===== src/sprites.mem =====
// sprite rows for kinds 1 to 6, eight rows each from top to bottom
// one hex byte per row, bit 7 is the leftmost pixel
// pawn
00
00
18
3C
18
3C
7E
00
// knight
00
1C
3E
76
0E
1C
3E
7E
// bishop
00
18
24
3C
18
3C
7E
00
// rook
00
5A
7E
3C
3C
3C
7E
00
// queen
00
5A
24
3C
18
3C
7E
00
// king
18
3C
18
3C
3C
3C
7E
00


===== src/rtl/chess_view_pkg.sv =====
package chess_view_pkg;

  // pixel coordinate and colour widths
  localparam int COORD_W = 8;
  localparam int COLOUR_W = 3;

  // colour codes on the pixel port
  localparam logic [COLOUR_W-1:0] COL_DARK = 3'd0;
  localparam logic [COLOUR_W-1:0] COL_LIGHT = 3'd1;
  localparam logic [COLOUR_W-1:0] COL_WHITE = 3'd2;
  localparam logic [COLOUR_W-1:0] COL_BLACK = 3'd3;
  localparam logic [COLOUR_W-1:0] COL_BOX = 3'd4;

  // piece kinds, 1 to 6 are pawn, knight, bishop, rook, queen, king
  localparam logic [2:0] KIND_EMPTY = 3'd0;
  localparam logic [2:0] KIND_RESERVED = 3'd7;

  // one square code, kept raw in the registers and split when drawn
  typedef union packed {
    logic [3:0] raw;
    struct packed {
      logic       black;
      logic [2:0] kind;
    } f;
  } piece_code_u;

  // APB register map
  localparam logic [7:0] REG_ROW0 = 8'h00;
  localparam logic [7:0] REG_BOX = 8'h20;
  localparam logic [7:0] REG_CTRL = 8'h24;
  localparam logic [7:0] REG_STATUS = 8'h28;

endpackage


===== src/rtl/board_regs.sv =====
`timescale 1ns/1ns

module board_regs (
  input  logic                        clk,
  input  logic                        reset,
  input  logic [7:0]                  paddr,
  input  logic                        psel,
  input  logic                        penable,
  input  logic                        pwrite,
  input  logic [31:0]                 pwdata,
  input  logic [2:0]                  sq_col,
  input  logic [2:0]                  sq_row,
  input  logic                        busy,
  input  logic [7:0]                  frame_count,
  output logic [31:0]                 prdata,
  output logic                        pready,
  output logic                        pslverr,
  output logic                        start,
  output chess_view_pkg::piece_code_u sq_code,
  output logic [2:0]                  box_x,
  output logic [2:0]                  box_y
);
  import chess_view_pkg::*;

  // one word per board row, column c in nibble c
  logic [31:0] rows [8];
  logic [31:0] sq_word;
  logic        wr_en;
  logic        row_hit;

  assign wr_en = psel && penable && pwrite;
  assign row_hit = paddr >= REG_ROW0 && paddr < REG_BOX;
  assign pready = 1'b1;
  assign pslverr = psel && penable && (paddr > REG_STATUS);

  // square lookup for the sequencer
  assign sq_word = rows[sq_row];
  assign sq_code.raw = sq_word[4*sq_col +: 4];

  always_ff @(posedge clk) begin
    if (wr_en && row_hit) begin
      rows[paddr[4:2]] <= pwdata;
    end
  end

  always_ff @(posedge clk) begin
    if (reset) begin
      box_x <= 3'd0;
      box_y <= 3'd0;
      start <= 1'b0;
    end else begin
      // one cycle pulse per write of ctrl bit 0
      start <= wr_en && (paddr == REG_CTRL) && pwdata[0];
      if (wr_en && paddr == REG_BOX) begin
        box_x <= pwdata[2:0];
        box_y <= pwdata[6:4];
      end
    end
  end

  always_comb begin
    prdata = '0;
    if (row_hit) begin
      prdata = rows[paddr[4:2]];
    end else begin
      case (paddr)
        REG_BOX:    prdata = {25'd0, box_y, 1'b0, box_x};
        REG_STATUS: prdata = {16'd0, frame_count, 7'd0, busy};
        default:    prdata = '0;
      endcase
    end
  end

  // access phase always follows a setup phase
  a_apb_setup: assert property (@(posedge clk) disable iff (reset)
    penable |-> $past(psel));

endmodule


===== src/rtl/chess_view_top.sv =====
`timescale 1ns/1ns

module chess_view_top #(
  parameter int SCALE_LOG2 = 0,
  parameter int BLINK_FRAMES = 2
) (
  input  logic                                clk,
  input  logic                                reset,
  input  logic [7:0]                          paddr,
  input  logic                                psel,
  input  logic                                penable,
  input  logic                                pwrite,
  input  logic [31:0]                         pwdata,
  output logic [31:0]                         prdata,
  output logic                                pready,
  output logic                                pslverr,
  output logic                                pix_valid,
  input  logic                                pix_ready,
  output logic [chess_view_pkg::COORD_W-1:0]  pix_x,
  output logic [chess_view_pkg::COORD_W-1:0]  pix_y,
  output logic [chess_view_pkg::COLOUR_W-1:0] pix_colour,
  output logic                                frame_done
);
  import chess_view_pkg::*;

  logic                start;
  logic                busy;
  logic [7:0]          frame_count;
  logic [2:0]          sq_col;
  logic [2:0]          sq_row;
  piece_code_u         sq_code;
  logic [2:0]          box_x;
  logic [2:0]          box_y;
  logic                job_start;
  logic [2:0]          job_col;
  logic [2:0]          job_row;
  piece_code_u         job_code;
  logic                job_box;
  logic                job_last;
  logic                job_done;
  logic                push;
  logic                full;
  logic [COORD_W-1:0]  push_x;
  logic [COORD_W-1:0]  push_y;
  logic [COLOUR_W-1:0] push_colour;
  logic                push_last;

  // host side
  board_regs i_regs (
    .clk, .reset, .paddr, .psel, .penable, .pwrite, .pwdata,
    .sq_col, .sq_row, .busy, .frame_count,
    .prdata, .pready, .pslverr, .start, .sq_code, .box_x, .box_y
  );

  frame_sequencer #(.SCALE_LOG2(SCALE_LOG2), .BLINK_FRAMES(BLINK_FRAMES)) i_seq (
    .clk, .reset, .start, .sq_code, .box_x, .box_y, .job_done, .frame_done,
    .sq_col, .sq_row, .job_start, .job_col, .job_row, .job_code,
    .job_box, .job_last, .busy, .frame_count
  );

  square_painter #(.SCALE_LOG2(SCALE_LOG2)) i_painter (
    .clk, .reset, .job_start, .job_col, .job_row, .job_code, .job_box,
    .job_last, .full, .job_done, .push, .push_x, .push_y, .push_colour, .push_last
  );

  // frame-buffer side
  pixel_out i_out (
    .clk, .reset, .push, .push_x, .push_y, .push_colour, .push_last, .pix_ready,
    .full, .pix_valid, .pix_x, .pix_y, .pix_colour, .frame_done
  );

endmodule


===== src/rtl/frame_sequencer.sv =====
`timescale 1ns/1ns

module frame_sequencer #(
  parameter int SCALE_LOG2 = 0,
  parameter int BLINK_FRAMES = 2
) (
  input  logic                        clk,
  input  logic                        reset,
  input  logic                        start,
  input  chess_view_pkg::piece_code_u sq_code,
  input  logic [2:0]                  box_x,
  input  logic [2:0]                  box_y,
  input  logic                        job_done,
  input  logic                        frame_done,
  output logic [2:0]                  sq_col,
  output logic [2:0]                  sq_row,
  output logic                        job_start,
  output logic [2:0]                  job_col,
  output logic [2:0]                  job_row,
  output chess_view_pkg::piece_code_u job_code,
  output logic                        job_box,
  output logic                        job_last,
  output logic                        busy,
  output logic [7:0]                  frame_count
);
  localparam logic [2:0] ST_IDLE = 3'd0;
  localparam logic [2:0] ST_ISSUE_SQ = 3'd1;
  localparam logic [2:0] ST_ADVANCE = 3'd2;
  localparam logic [2:0] ST_WAIT_SQ = 3'd3;
  localparam logic [2:0] ST_ISSUE_BOX = 3'd4;
  localparam logic [2:0] ST_WAIT_BOX = 3'd5;
  localparam logic [2:0] ST_WAIT_DONE = 3'd6;
  localparam int PH_W = $clog2(BLINK_FRAMES + 1);
  // pixels in one square job
  localparam int SQ_PIX = 64 << (2 * SCALE_LOG2);

  logic [2:0]      state;
  logic [5:0]      sq_idx;
  logic            sq_last;
  logic            blink_on;
  logic [PH_W-1:0] phase_cnt;
  logic            job_open;
  logic [15:0]     job_cycles;

  assign sq_col = sq_idx[2:0];
  assign sq_row = sq_idx[5:3];
  assign busy = state != ST_IDLE;
  assign job_start = (state == ST_ISSUE_SQ) || (state == ST_ISSUE_BOX);
  assign job_box = state == ST_ISSUE_BOX;
  assign job_col = job_box ? box_x : sq_idx[2:0];
  assign job_row = job_box ? box_y : sq_idx[5:3];
  assign job_code = sq_code;
  // box job ends the frame, or the last square when the box is off
  assign job_last = job_box || (sq_idx == 6'd63 && !blink_on);

  always_ff @(posedge clk) begin
    if (reset) begin
      state <= ST_IDLE;
      sq_idx <= 6'd0;
      sq_last <= 1'b0;
    end else begin
      case (state)
        ST_IDLE: if (start) state <= ST_ISSUE_SQ;
        ST_ISSUE_SQ: state <= ST_ADVANCE;
        ST_ADVANCE: begin
          // step while the painter works, wraps to 0 after the last square
          sq_last <= sq_idx == 6'd63;
          sq_idx <= sq_idx + 6'd1;
          state <= ST_WAIT_SQ;
        end
        ST_WAIT_SQ: begin
          if (job_done) begin
            if (!sq_last) state <= ST_ISSUE_SQ;
            else if (blink_on) state <= ST_ISSUE_BOX;
            else state <= ST_WAIT_DONE;
          end
        end
        ST_ISSUE_BOX: state <= ST_WAIT_BOX;
        ST_WAIT_BOX: if (job_done) state <= ST_WAIT_DONE;
        ST_WAIT_DONE: if (frame_done) state <= ST_IDLE;
        default: state <= ST_IDLE;
      endcase
    end
  end

  // frame count and blink phase
  always_ff @(posedge clk) begin
    if (reset) begin
      frame_count <= 8'd0;
      phase_cnt <= '0;
      blink_on <= 1'b0;
    end else if (frame_done) begin
      frame_count <= frame_count + 8'd1;
      if (phase_cnt == PH_W'(BLINK_FRAMES - 1)) begin
        phase_cnt <= '0;
        blink_on <= !blink_on;
      end else begin
        phase_cnt <= phase_cnt + 1'b1;
      end
    end
  end

  // outstanding job tracking for the checks below
  always_ff @(posedge clk) begin
    if (reset) begin
      job_open <= 1'b0;
      job_cycles <= 16'd0;
    end else if (job_start) begin
      job_open <= 1'b1;
      job_cycles <= 16'd0;
    end else begin
      if (job_done) job_open <= 1'b0;
      if (job_cycles != 16'hffff) job_cycles <= job_cycles + 16'd1;
    end
  end

  a_one_job: assert property (@(posedge clk) disable iff (reset)
    job_start |-> !job_open);

  // a square job cannot finish before all its pixels went out
  a_job_len: assert property (@(posedge clk) disable iff (reset)
    job_done |-> job_open && (state == ST_WAIT_BOX || job_cycles >= SQ_PIX));

endmodule


===== src/rtl/pixel_out.sv =====
`timescale 1ns/1ns

module pixel_out (
  input  logic                                clk,
  input  logic                                reset,
  input  logic                                push,
  input  logic [chess_view_pkg::COORD_W-1:0]  push_x,
  input  logic [chess_view_pkg::COORD_W-1:0]  push_y,
  input  logic [chess_view_pkg::COLOUR_W-1:0] push_colour,
  input  logic                                push_last,
  input  logic                                pix_ready,
  output logic                                full,
  output logic                                pix_valid,
  output logic [chess_view_pkg::COORD_W-1:0]  pix_x,
  output logic [chess_view_pkg::COORD_W-1:0]  pix_y,
  output logic [chess_view_pkg::COLOUR_W-1:0] pix_colour,
  output logic                                frame_done
);
  import chess_view_pkg::*;

  logic [COORD_W-1:0]  fifo_x [2];
  logic [COORD_W-1:0]  fifo_y [2];
  logic [COLOUR_W-1:0] fifo_c [2];
  logic                fifo_l [2];
  logic                wr_ptr;
  logic                rd_ptr;
  logic [1:0]          count;
  logic                pop;

  assign pop = pix_valid && pix_ready;
  assign full = count == 2'd2;
  assign pix_valid = count != 2'd0;
  // head entry only moves on a transfer, so a stall holds it
  assign pix_x = fifo_x[rd_ptr];
  assign pix_y = fifo_y[rd_ptr];
  assign pix_colour = fifo_c[rd_ptr];

  always_ff @(posedge clk) begin
    if (push) begin
      fifo_x[wr_ptr] <= push_x;
      fifo_y[wr_ptr] <= push_y;
      fifo_c[wr_ptr] <= push_colour;
      fifo_l[wr_ptr] <= push_last;
    end
  end

  always_ff @(posedge clk) begin
    if (reset) begin
      wr_ptr <= 1'b0;
      rd_ptr <= 1'b0;
      count <= 2'd0;
      frame_done <= 1'b0;
    end else begin
      wr_ptr <= wr_ptr ^ push;
      rd_ptr <= rd_ptr ^ pop;
      count <= count + 2'(push) - 2'(pop);
      frame_done <= pop && fifo_l[rd_ptr];
    end
  end

  a_stall_hold: assert property (@(posedge clk) disable iff (reset)
    pix_valid && !pix_ready |=> pix_valid && $stable({pix_x, pix_y, pix_colour}));

  // painter must respect the full flag
  a_no_overflow: assert property (@(posedge clk) disable iff (reset)
    push |-> !full);

endmodule


===== src/rtl/square_painter.sv =====
`timescale 1ns/1ns

module square_painter #(
  parameter int SCALE_LOG2 = 0
) (
  input  logic                                  clk,
  input  logic                                  reset,
  input  logic                                  job_start,
  input  logic [2:0]                            job_col,
  input  logic [2:0]                            job_row,
  input  chess_view_pkg::piece_code_u           job_code,
  input  logic                                  job_box,
  input  logic                                  job_last,
  input  logic                                  full,
  output logic                                  job_done,
  output logic                                  push,
  output logic [chess_view_pkg::COORD_W-1:0]    push_x,
  output logic [chess_view_pkg::COORD_W-1:0]    push_y,
  output logic [chess_view_pkg::COLOUR_W-1:0]   push_colour,
  output logic                                  push_last
);
  import chess_view_pkg::*;

  // square side is 1 << SQ_W pixels
  localparam int SQ_W = 3 + SCALE_LOG2;
  localparam logic [SQ_W:0] SQ_MAX = {1'b0, {SQ_W{1'b1}}};

  // sprite rows addressed by {kind, row}, kinds 0 and 7 have no bitmap
  logic [7:0]          sprite_rom [0:63];
  logic [2:0]          j_col;
  logic [2:0]          j_row;
  piece_code_u         j_code;
  logic                j_box;
  logic                j_last;
  logic                active;
  logic [SQ_W:0]       u;
  logic [SQ_W:0]       v;
  logic                go;
  logic                at_end;
  logic                at_border;
  logic                s1_valid;
  logic                s1_end;
  logic [SQ_W-1:0]     s1_u;
  logic [SQ_W-1:0]     s1_v;
  logic [7:0]          s1_bits;
  logic                s2_valid;
  logic                s2_end;
  logic                is_piece;
  logic                sprite_on;
  logic [COLOUR_W-1:0] sq_colour;
  logic [COLOUR_W-1:0] colour_next;

  initial $readmemh("/design/src/sprites.mem", sprite_rom, 8, 55);

  // whole pipeline holds while stage 2 waits on a full FIFO
  assign go = !(s2_valid && full);
  assign push = s2_valid && !full;
  assign job_done = push && s2_end;
  assign at_end = (u == SQ_MAX) && (v == SQ_MAX);
  assign at_border = (u == '0) || (v == '0) || (u == SQ_MAX) || (v == SQ_MAX);

  always_ff @(posedge clk) begin
    if (job_start) begin
      j_col <= job_col;
      j_row <= job_row;
      j_code <= job_code;
      j_box <= job_box;
      j_last <= job_last;
    end
  end

  // stage 0, walk u then v across the square
  always_ff @(posedge clk) begin
    if (reset) begin
      active <= 1'b0;
      u <= '0;
      v <= '0;
    end else if (job_start) begin
      active <= 1'b1;
      u <= '0;
      v <= '0;
    end else if (go && active) begin
      if (at_end) begin
        active <= 1'b0;
        u <= '0;
        v <= '0;
      end else if (u == SQ_MAX) begin
        u <= '0;
        v <= v + 1'b1;
      end else begin
        u <= u + 1'b1;
      end
    end
  end

  always_ff @(posedge clk) begin
    if (reset) begin
      s1_valid <= 1'b0;
      s2_valid <= 1'b0;
    end else if (go) begin
      // box mode drops the inner pixels
      s1_valid <= active && (!j_box || at_border);
      s2_valid <= s1_valid;
    end
  end

  // stage 1 reads the sprite row, stage 2 forms the pixel
  always_ff @(posedge clk) begin
    if (go) begin
      s1_u <= u[SQ_W-1:0];
      s1_v <= v[SQ_W-1:0];
      s1_end <= at_end;
      s1_bits <= sprite_rom[{j_code.f.kind, v[SQ_W-1:SCALE_LOG2]}];
      push_x <= COORD_W'({j_col, s1_u});
      push_y <= COORD_W'({j_row, s1_v});
      push_colour <= colour_next;
      s2_end <= s1_end;
      push_last <= s1_end && j_last;
    end
  end

  always_comb begin
    sq_colour = (j_col[0] ^ j_row[0]) ? COL_DARK : COL_LIGHT;
    is_piece = (j_code.f.kind != KIND_EMPTY) && (j_code.f.kind != KIND_RESERVED);
    // bit 7 is the leftmost pixel of a sprite row
    sprite_on = s1_bits[3'd7 - s1_u[SQ_W-1:SCALE_LOG2]];
    if (j_box) begin
      colour_next = COL_BOX;
    end else if (is_piece && sprite_on) begin
      colour_next = j_code.f.black ? COL_BLACK : COL_WHITE;
    end else begin
      colour_next = sq_colour;
    end
  end

  a_uv_range: assert property (@(posedge clk) disable iff (reset)
    u <= SQ_MAX && v <= SQ_MAX);

endmodule


===== config.mk =====
export PLATFORM = sky130hd
export DESIGN_NAME = chess_view_top
export DESIGN_NICKNAME = d
export VERILOG_FILES = /design/src/rtl/chess_view_pkg.sv /design/src/rtl/board_regs.sv /design/src/rtl/chess_view_top.sv /design/src/rtl/frame_sequencer.sv /design/src/rtl/pixel_out.sv /design/src/rtl/square_painter.sv
export SDC_FILE = /design/constraint.sdc
export NUM_CORES = 1
export LEC_CHECK = 0
export ABC_AREA = 1
export BUFFER_PORTS_ARGS = -buffer_cell sky130_fd_sc_hd__buf_2
export CORE_MARGIN = 1
export CORE_UTILIZATION = 33
export CTS_BUF_LIST = sky130_fd_sc_hd__clkbuf_8
export DETAILED_ROUTE_END_ITERATION = 7
export PLACE_DENSITY = 0.46
export SYNTH_ARGS = -nofsm -noshare
export SYNTH_HDL_FRONTEND = slang
export SYNTH_SLANG_ARGS = --single-unit

===== constraint.sdc =====
create_clock -name clk -period 5.4 [get_ports clk]
set_input_delay 0.27 -clock clk [delete_from_list [all_inputs] [get_ports clk]]
set_output_delay 0.27 -clock clk [all_outputs]
set_load 0.01 [all_outputs]

Yosys cells after proc, flatten, opt, wreduce, memory -nomap -nowiden
Memory sizes are Yosys's and may differ from the RTL's. A register that Yosys moved wholly into a read port is not among the register bits.
Cells that the tools add are included.
W data, S select, Z words.
{ "op_classes": {"n_bitwise": 3, "eq_ne": 19, "n_shift": 1, "n_mux": 34, "order_cmp": 4, "div_mod_pow": 0, "addsub": 8, "mul": 0, "n_reduce_logical": 44} }
{ "op_table": {"columns": ["op", "count"], "rows": [
  ["$mux W32", 1],
  ["$pmux W16 S2", 1],
  ["$shiftx A32 B6 Y4", 1],
  ["$mux W3", 10],
  ["$eq A8 B6 Y1 const B", 3],
  ["$pmux W3 S7", 1],
  ["$logic_and A1 B1 Y1", 20],
  ["$mux W4", 4],
  ["$mux W1", 14],
  ["$eq A3 B3 Y1 const B", 3],
  ["$add A4 B1 Y4 const B", 2],
  ["$add A8 B1 Y8 const B", 1],
  ["$eq A4 B3 Y1 const B", 2],
  ["$ge A8 B1 Y1 const B", 1],
  ["$gt A8 B6 Y1 const B", 1],
  ["$logic_not A4 Y1", 2],
  ["$lt A8 B6 Y1 const B", 1],
  ["$reduce_bool A2 Y1", 4],
  ["$add A6 B1 Y6 const B", 1],
  ["$eq A3 B2 Y1 const B", 2],
  ["$eq A6 B6 Y1 const B", 1],
  ["$logic_or A1 B1 Y1", 6],
  ["$ne A2 B1 Y1 const B", 3],
  ["$reduce_and A2 Y1", 3],
  ["other kinds (18)", 25]
]} }
{ "word_totals": {"output_inout_bits": 55, "wordCells": 150, "reg_bits": 88, "latchBits": 0, "mem_bits_rw": 288, "mem_count": 5, "rom_bits": 0, "inputBits": 46} }
{ "mem_list": {"columns": ["memory", "depth", "word_bits", "rd", "rd_ports_with_merged_regs", "write_ports", "line", "text"], "rows": [
  ["i_regs.rows", 8, 32, 2, 1, 1, "board_regs.sv:26", "logic [31:0] rows [8];"],
  ["i_out.fifo_x", 2, 6, 1, 1, 1, "pixel_out.sv:21", "logic [COORD_W-1:0] fifo_x [2];"],
  ["i_out.fifo_y", 2, 6, 1, 1, 1, "pixel_out.sv:22", "logic [COORD_W-1:0] fifo_y [2];"],
  ["i_out.fifo_c", 2, 3, 1, 1, 1, "pixel_out.sv:23", "logic [COLOUR_W-1:0] fifo_c [2];"],
  ["i_out.fifo_l", 2, 1, 1, 1, 1, "pixel_out.sv:24", "logic fifo_l [2];"]
]} }

Logic depth before layout (Yosys ltp)
Gate-level depths: netlist (run 1).
{ "logic_depth": {"word_depth": 6, "ltp_mapped": 11} }

Cells and area by module
From an unflattened synthesis (run 1), not the netlist that was laid out.
{ "hier_totals": {"cells_unflattened": 1769, "hier_area_um2": 17575.6} }
{ "by_module_without_submodules": {"columns": ["mod", "instances", "area_each_um2", "cells_each", "seq_area_each_um2"], "rows": [
  ["board_regs", 1, 13073.8, 1375, 7827.5],
  ["pixel_out", 1, 1705.4, 100, 1301.2],
  ["square_painter", 1, 1632.8, 122, 1151.1],
  ["frame_sequencer", 1, 1163.6, 172, 420.4]
]} }

Worst setup path before layout (run 1)
No wires, ideal clock.
{ "synth_timing": {"path_type": "input port to flip-flop", "startpoint": "in paddr[7]", "endpoint": "mem i_regs.rows[5][0], enable pin", "path_slack_ns": 0.947, "arrival_ns": 3.952, "required_time_ns": 4.898, "setup_ns": 0.502, "stages": 5, "n_path_buf": 1, "path_cell_list": "nor2_2 nand2_1 or2_1 clkbuf_1 nor4_1"} }
{ "synth_between": {"elab_chain_cells": 5} }
{ "synth_rtl": {"columns": ["element", "line", "text"], "rows": [
  ["start: declaration", "chess_view_top.sv:9", "input logic [7:0] paddr,"],
  ["$ge A8 B1 Y1 or $lt A8 B6 Y1 (tied branches)", "board_regs.sv:32", "assign row_hit = paddr >= REG_ROW0 && paddr < REG_BOX;"],
  ["$logic_and A1 B1 Y1 *", "board_regs.sv:32", null],
  ["$logic_and A1 B1 Y1 *", "board_regs.sv:41", "if (wr_en && row_hit) begin"],
  ["$mux W1 *", "board_regs.sv:41", null],
  ["$mux W1 (implied by the code) *", "board_regs.sv:42", "rows[paddr[4:2]] <= pwdata;"],
  ["end: declaration", "board_regs.sv:26", null]
]} }
Every way passes the cells marked *; elsewhere a longest branch is shown, timed or not.

Final worst setup path (run 1)
{ "layout_timing": {"startpoint": "in paddr[2]", "endpoint": "out prdata[9]"} }
{ "layout_between": {"elab_chain_cells": 3} }
{ "layout_rtl": {"columns": ["element", "line", "text"], "rows": [
  ["$ge A8 B1 Y1 (tied with other cells)", "board_regs.sv:32", null],
  ["$logic_and A1 B1 Y1 or $pmux W16 S2 (tied branches)", "board_regs.sv:32, board_regs.sv:66", null],
  ["$mux W32 *", "board_regs.sv:63", "if (row_hit) begin"],
  ["end: declaration", "chess_view_top.sv:14", "output logic [31:0] prdata,"]
]} }
Marked as above.

==> results.cfg, run 1 <==
[placement]
routabilityCongestion = 0.738
pre_cts_ws_ns = 2.04
dp_hpwl_um = 21100
io_buffers = 94

[clock_tree]
h-tree-depth = 2
cts-buffers-inserted = 61
clk_latency_ns = 0.65
ctsHoldBuffers = 36
clock_path_buffers = 3
cts_setup_buffers = 0
clk_pin_slew_ns = 0.06
post_cts_resized = 0
cts_tree = built
cts_sinks = 361
cts-root-buf = clkbuf_8

[power_and_ir_drop]
pwr-share-clk_pct = 39.5
p_switching_mw = 1.37
p_int_mw = 4.25
p_sw_share_pct = 24.4
p_leak_nw = 7.10
peakVddDrop_uv = 197
power_frac_seq_pct = 54.3
power_frac_comb_pct = 6.2
cellPowerDensity_nw_per_um2 = 322

[timing]
rsz0062_at_grt = false
hold_slack_ns = 0.0685
hold_viol = 0
period_minus_slack_ns = 3.21
layout_setup_ws_ns = 2.19
maxSlewHeadroom_pct = 14.5
finClkSkew_ns = 0.0139
period_share_pct = 59.5
max_freq_mhz = 311
slew_viol_final = 0
tns_ns = 0
setup_violations = 0
tightest_slew_ns = 1.28

[yosys]
ys_ff_latch = 361
avgSynthCellArea_sq_um = 10.5
synthArstFlopShare_pct = 0
synth_flop_cell = edfxtp_1
synth_area_sq_um = 14900
ys_warn_count = 0
synth_common_cells = nand2_1 (636), edfxtp_1 (317), inv_1 (73), nor2_1 (66), a21oi_1 (65)
ys_types = 35
synth_top_area_share_pct = 64.0
synth-edff-count = 317
synthCells = 1416
netlist_top_cells_area = edfxtp_1 (64%), nand2_1 (16%), dfxtp_1 (5.9%)
post-synth-top-area-cell = edfxtp_1
yosysSeqAreaShare_pct = 69.9
synth_most_common_cell = nand2_1

[global_route]
antenna_found_initial = 1
grt_use_total_pct = 15.7
grt_pass1_vias = 9838
grt_max_degree = 77
grt_overflow_total = 0
grt_pass1_wl_um = 56100

[die]
die_w_um = 214
ios = 101
dieArea_sq_um = 45900
fp.dieH_um = 214
row_count = 77
initial_core_util_pct = 33.6
core_area_sq_um = 44300

[setup_path]
worst-path-max-fanout = 75
cp-start-kind = input port
end_kind = output pin
critPathKind = input port to output pin
path_cells = buf_4 > clkinv_2 > buf_4 > nand2_1 > nand2_1 > nand2_1 > nand2_1 > nand2_1 > nand2_1 > nand2_1 > nand2_1 > buf_2
cpPeakStageDelay_ns = 0.68
crit_required_ns = 5.13
crit_arrival_ns = 2.94
crit_buf_inv = 4
crit_slowest_cell = clkinv_2
crit_family = buffers and inverters
cp_common_cell = nand2_1

[outcome]
outcome = finished, final reports clean

[route]
via_count = 9990
drt-initial-drc-count = 586
firstDrtPassIters = 4
wl_per_cell_um = 16.3
drtAntennaViolNets = 0
avgViaCountPerCell = 4.52
drc = 0
routed_wl_um = 36000

[layout]
layout-drive-gt1-share_pct = 12.4
n_fill_cell = 4383
fin_nets = 1621
area_growth_pct = 17.3
antenna_cells = 0

[job]
drv_cap = 0

[worst_hold_path]
worstHoldPathType = input port to flip-flop
-- cells by family (layout without fill, tap and decap cells) --
logic type,after synthesis,in the layout,share of synthesized area (%)
compound gates,127,127,4.34
buf+inv,142,338,4.12
simple gates,771,771,20.6
xor+xnor,3,3,0.177
flops,361,361,69.9
fa+ha+maj,10,10,0.841
other cells,2,6,0.0505
-- path summary, 6_finish.rpt --
path / start / to / slack (ns) / cells after the start
hold / removal: paddr[6] / i_regs.start$_SDFF_PP0_ / 0.07 / 4
hold reg to reg: i_painter.s1_v[0]$_DFFE_PN_ / i_painter.push_y[0]$_DFFE_PN_ / 0.42 / 0
setup / recovery: paddr[2] / prdata[9] / 2.19 / 12
setup reg to reg: i_out.rd_ptr$_SDFF_PP0_ / i_out.rd_ptr$_SDFF_PP0_ / 3.60 / 3
-- area by class of cell --
class | count | area (sq um) | share of cell area (%)
sequential | 361 | 10400 | 59.6
multi-input combinational | 917 | 3930 | 22.5
timing repair buffer | 147 | 990 | 5.67
clock buffer | 61 | 840 | 4.81
tap | 592 | 741 | 4.25
inverter | 77 | 293 | 1.68
clock inverter | 53 | 253 | 1.45
-- placed cells by master, fill, tap and decap left out, types with 4 or more instances in the layout --
cell type / n
a21oi_1: 65
buf_2: 93
buf_4: 15
clkbuf_8: 61
clkinv_1: 20
clkinv_2: 4
conb_1: 6
dfxtp_1: 44
dlygate4sd3_1: 36
edfxtp_1: 317
ha_1: 10
inv_1: 100
nand2_1: 636
nand3_1: 28
nand4_1: 17
nor2_1: 63
nor2_2: 4
nor2_4: 4
nor3_1: 4
nor3_2: 4
o21ai_0: 57
-- worst reg2reg max path, cell delays in order, from the launching register on --
cell      delay, ns
dfxtp_1        0.69
clkinv_1       0.62
o21ai_0        0.31
a21oi_1        0.05
-- stage by stage --
step,total power [mW],utilization [%],cell area (sq um),cells
finish,5.62,39.4,17400,2208
global route,5.87,39.4,17400,2208
CTS,5.71,39.3,17400,2207
detailed placement,3.44,36.1,16000,2057
global placement,3.44,36.1,16000,2057
floorplan,3.31,-,14900,1420
-- power groups by stage --
stage               registers (mW)  logic [mW]  clock network [mW]
floorplan                     3.10       0.208                   0
global placement              3.11       0.330                   0
detailed placement            3.11       0.331                   0
CTS                           3.05       0.352                2.30
global route                  3.05       0.393                2.42
finish                        3.05       0.346                2.22
-- sequential cells by signal, indices dropped and copies added, names as in the netlist, 3 cells and up --
signal             flops
i_painter.j_row        3
i_painter.s1_u         3
i_painter.j_col        3
i_painter.v            4
i_seq.state            3
i_out.fifo_c           4
i_seq.frame_count      8
i_out.fifo_y          12
i_seq.sq_idx           6
i_painter.u            4
i_regs.rows          256
i_painter.push_x       6
i_out.fifo_x          12
i_painter.push_y       6
i_regs.box_x           3
i_regs.box_y           3
i_painter.s1_v         3
-- per-layer routing --
metal / global-route usage (%) / vias up / wire length (um)
met5: 0 / - / 0
li1: - / 5008 / -
met3: 2.88 / 53 / 1710
met1: 21.3 / 4701 / 17000
met2: 25.4 / 228 / 16700
met4: 5.14 / 0 / 706
Power figures use the tool's default switching activity.
==> run 2: changes to the inputs <==
Settings changed: PLACE_DENSITY 0.46 to 0.47.
Clock period 5.4 ns to 2.62 ns, I/O delays scaled along.
==> results.cfg, run 2 (same netlist as run 1, synthesis figures left out) <==
[timing]
tightest_slew_ns = 0.892
rsz0062_at_grt = false
layout_setup_ws_ns = 0.403
period_share_pct = 84.6
tns_ns = 0
hold_viol = 0
setup_violations = 0
maxSlewHeadroom_pct = 40.5
finClkSkew_ns = 0.0254
period_minus_slack_ns = 2.22
max_freq_mhz = 451
hold_slack_ns = 0.127
slew_viol_final = 0

[layout]
n_fill_cell = 4372
finalInstanceArea_sq_um = 17700
ff_latch_area_sq_um = 10400
layout-drive-gt1-share_pct = 14.5
multiInputGateArea_sq_um = 3940
layout_commonest_cell = nand2_1
area_growth_pct = 19.1
fin_nets = 1648
largest_reg_flops = 256
layout.cells.most_common_list = nand2_1 (636), edfxtp_1 (317), buf_2 (93)
antenna_cells = 0

[route]
wl_per_cell_um = 16.5
routed_wl_um = 36900
drt-initial-drc-count = 627
via_count = 10100
drc = 0
avgViaCountPerCell = 4.54
drtAntennaViolNets = 0
firstDrtPassIters = 5

[clock_tree]
cts_sinks = 361
clock_path_buffers = 3
cts_setup_buffers = 0
cts-root-buf = clkbuf_8
cts_tree = built
h-tree-depth = 3
cts-buffers-inserted = 66
clk_latency_ns = 0.61
clk_pin_slew_ns = 0.06

[global_route]
grt_use_total_pct = 16.3
grt_pass1_wl_um = 57600
grt_pass1_vias = 10200
grt_max_degree = 79
antenna_found_initial = 1
grt_overflow_total = 0

[setup_path]
crit_arrival_ns = 2.09
worst-path-max-fanout = 6
cpPeakStageDelay_ns = 0.53
end_kind = output pin
cp_common_cell = nand2_1
critPathKind = input port to output pin
cp-start-kind = input port
worst_r2r_path_depth = 5
crit_required_ns = 2.49
crit_slowest_cell = dlygate4sd3_1
path_cells = dlygate4sd3_1 > buf_2 > inv_1 > nand4_2 > nor2_1 > nand2_1 > nand2_1 > inv_1 > nand2_1 > buf_2

[power_and_ir_drop]
cellPowerDensity_nw_per_um2 = 670
peakVddDrop_uv = 346
p_leak_nw = 7.24
p_total_mw = 11.9

[placement]
dp_hpwl_um = 22600
pre_cts_ws_ns = 0.443
placed_area_sq_um = 16200
io_buffers = 94
routabilityCongestion = 0.762

[worst_hold_path]
hold_depth = 5
worstHoldPathType = input port to flip-flop

[die]
core_area_sq_um = 44300
initial_core_util_pct = 33.6
dieArea_sq_um = 45900
die_w_um = 214
ios = 101
row_count = 77
fp.dieH_um = 214

[job]
drv_cap = 0

[outcome]
outcome = finished, final reports clean
## run 2: repair_timing
item                                   4_1_cts  5_1_grt
resized for setup                            0        1
hold buffers                                38        0
endpoints found under the hold margin      273        0
setup endpoints to repair                    0        1
## run 2: worst max-delay path, delay by kind of cell
kind                   cells  cell delay, ns
buffers and inverters      5            1.02
AND/OR/NAND/NOR            5            0.94
## run 2: path summary, 6_finish.rpt
| kind | to | slack [ns] | startpoint |
|---|---|---|---|
| max | prdata[0] | 0.40 | paddr[1] |
| min | i_regs.box_x[1]$_SDFFE_PP0P_ | 0.13 | paddr[5] |
| max reg2reg | i_out.frame_done$_SDFF_PP0_ | 0.70 | i_out.rd_ptr$_SDFF_PP0_ |
| min reg2reg | i_painter.push_y[0]$_DFFE_PN_ | 0.42 | i_painter.s1_v[0]$_DFFE_PN_ |
## run 2: power breakdown
group          switching, mW  total [mW]  internal [mW]
Clock                   2.32        4.84           2.52
Sequential            0.0147        6.27           6.26
Combinational          0.511       0.755          0.245
## run 2: layout make-up
type,count,area share (%)
clock buffer,68,5.28
clock inverter,48,1.37
inverter,77,1.67
multi-input combinational,917,22.3
sequential,361,58.7
tap,592,4.18
timing repair buffer,169,6.53
## run 2: layer usage
layer | global-route usage (%) | share of wire [%] | vias to the layer above
met5 | 0 | 0.022 | -
met4 | 6.29 | 2.1 | 2
met3 | 3.33 | 4.4 | 60
met2 | 26.3 | 46 | 221
met1 | 21.6 | 47 | 4794
li1 | - | - | 5066
## run 2: metrics by stage
stage	instances	util, %
after global routing	2232	40.0
after floorplan	1420	-
final	2232	40.0
after global placement	2078	36.4
after detailed placement	2078	36.4
after CTS	2232	40.0
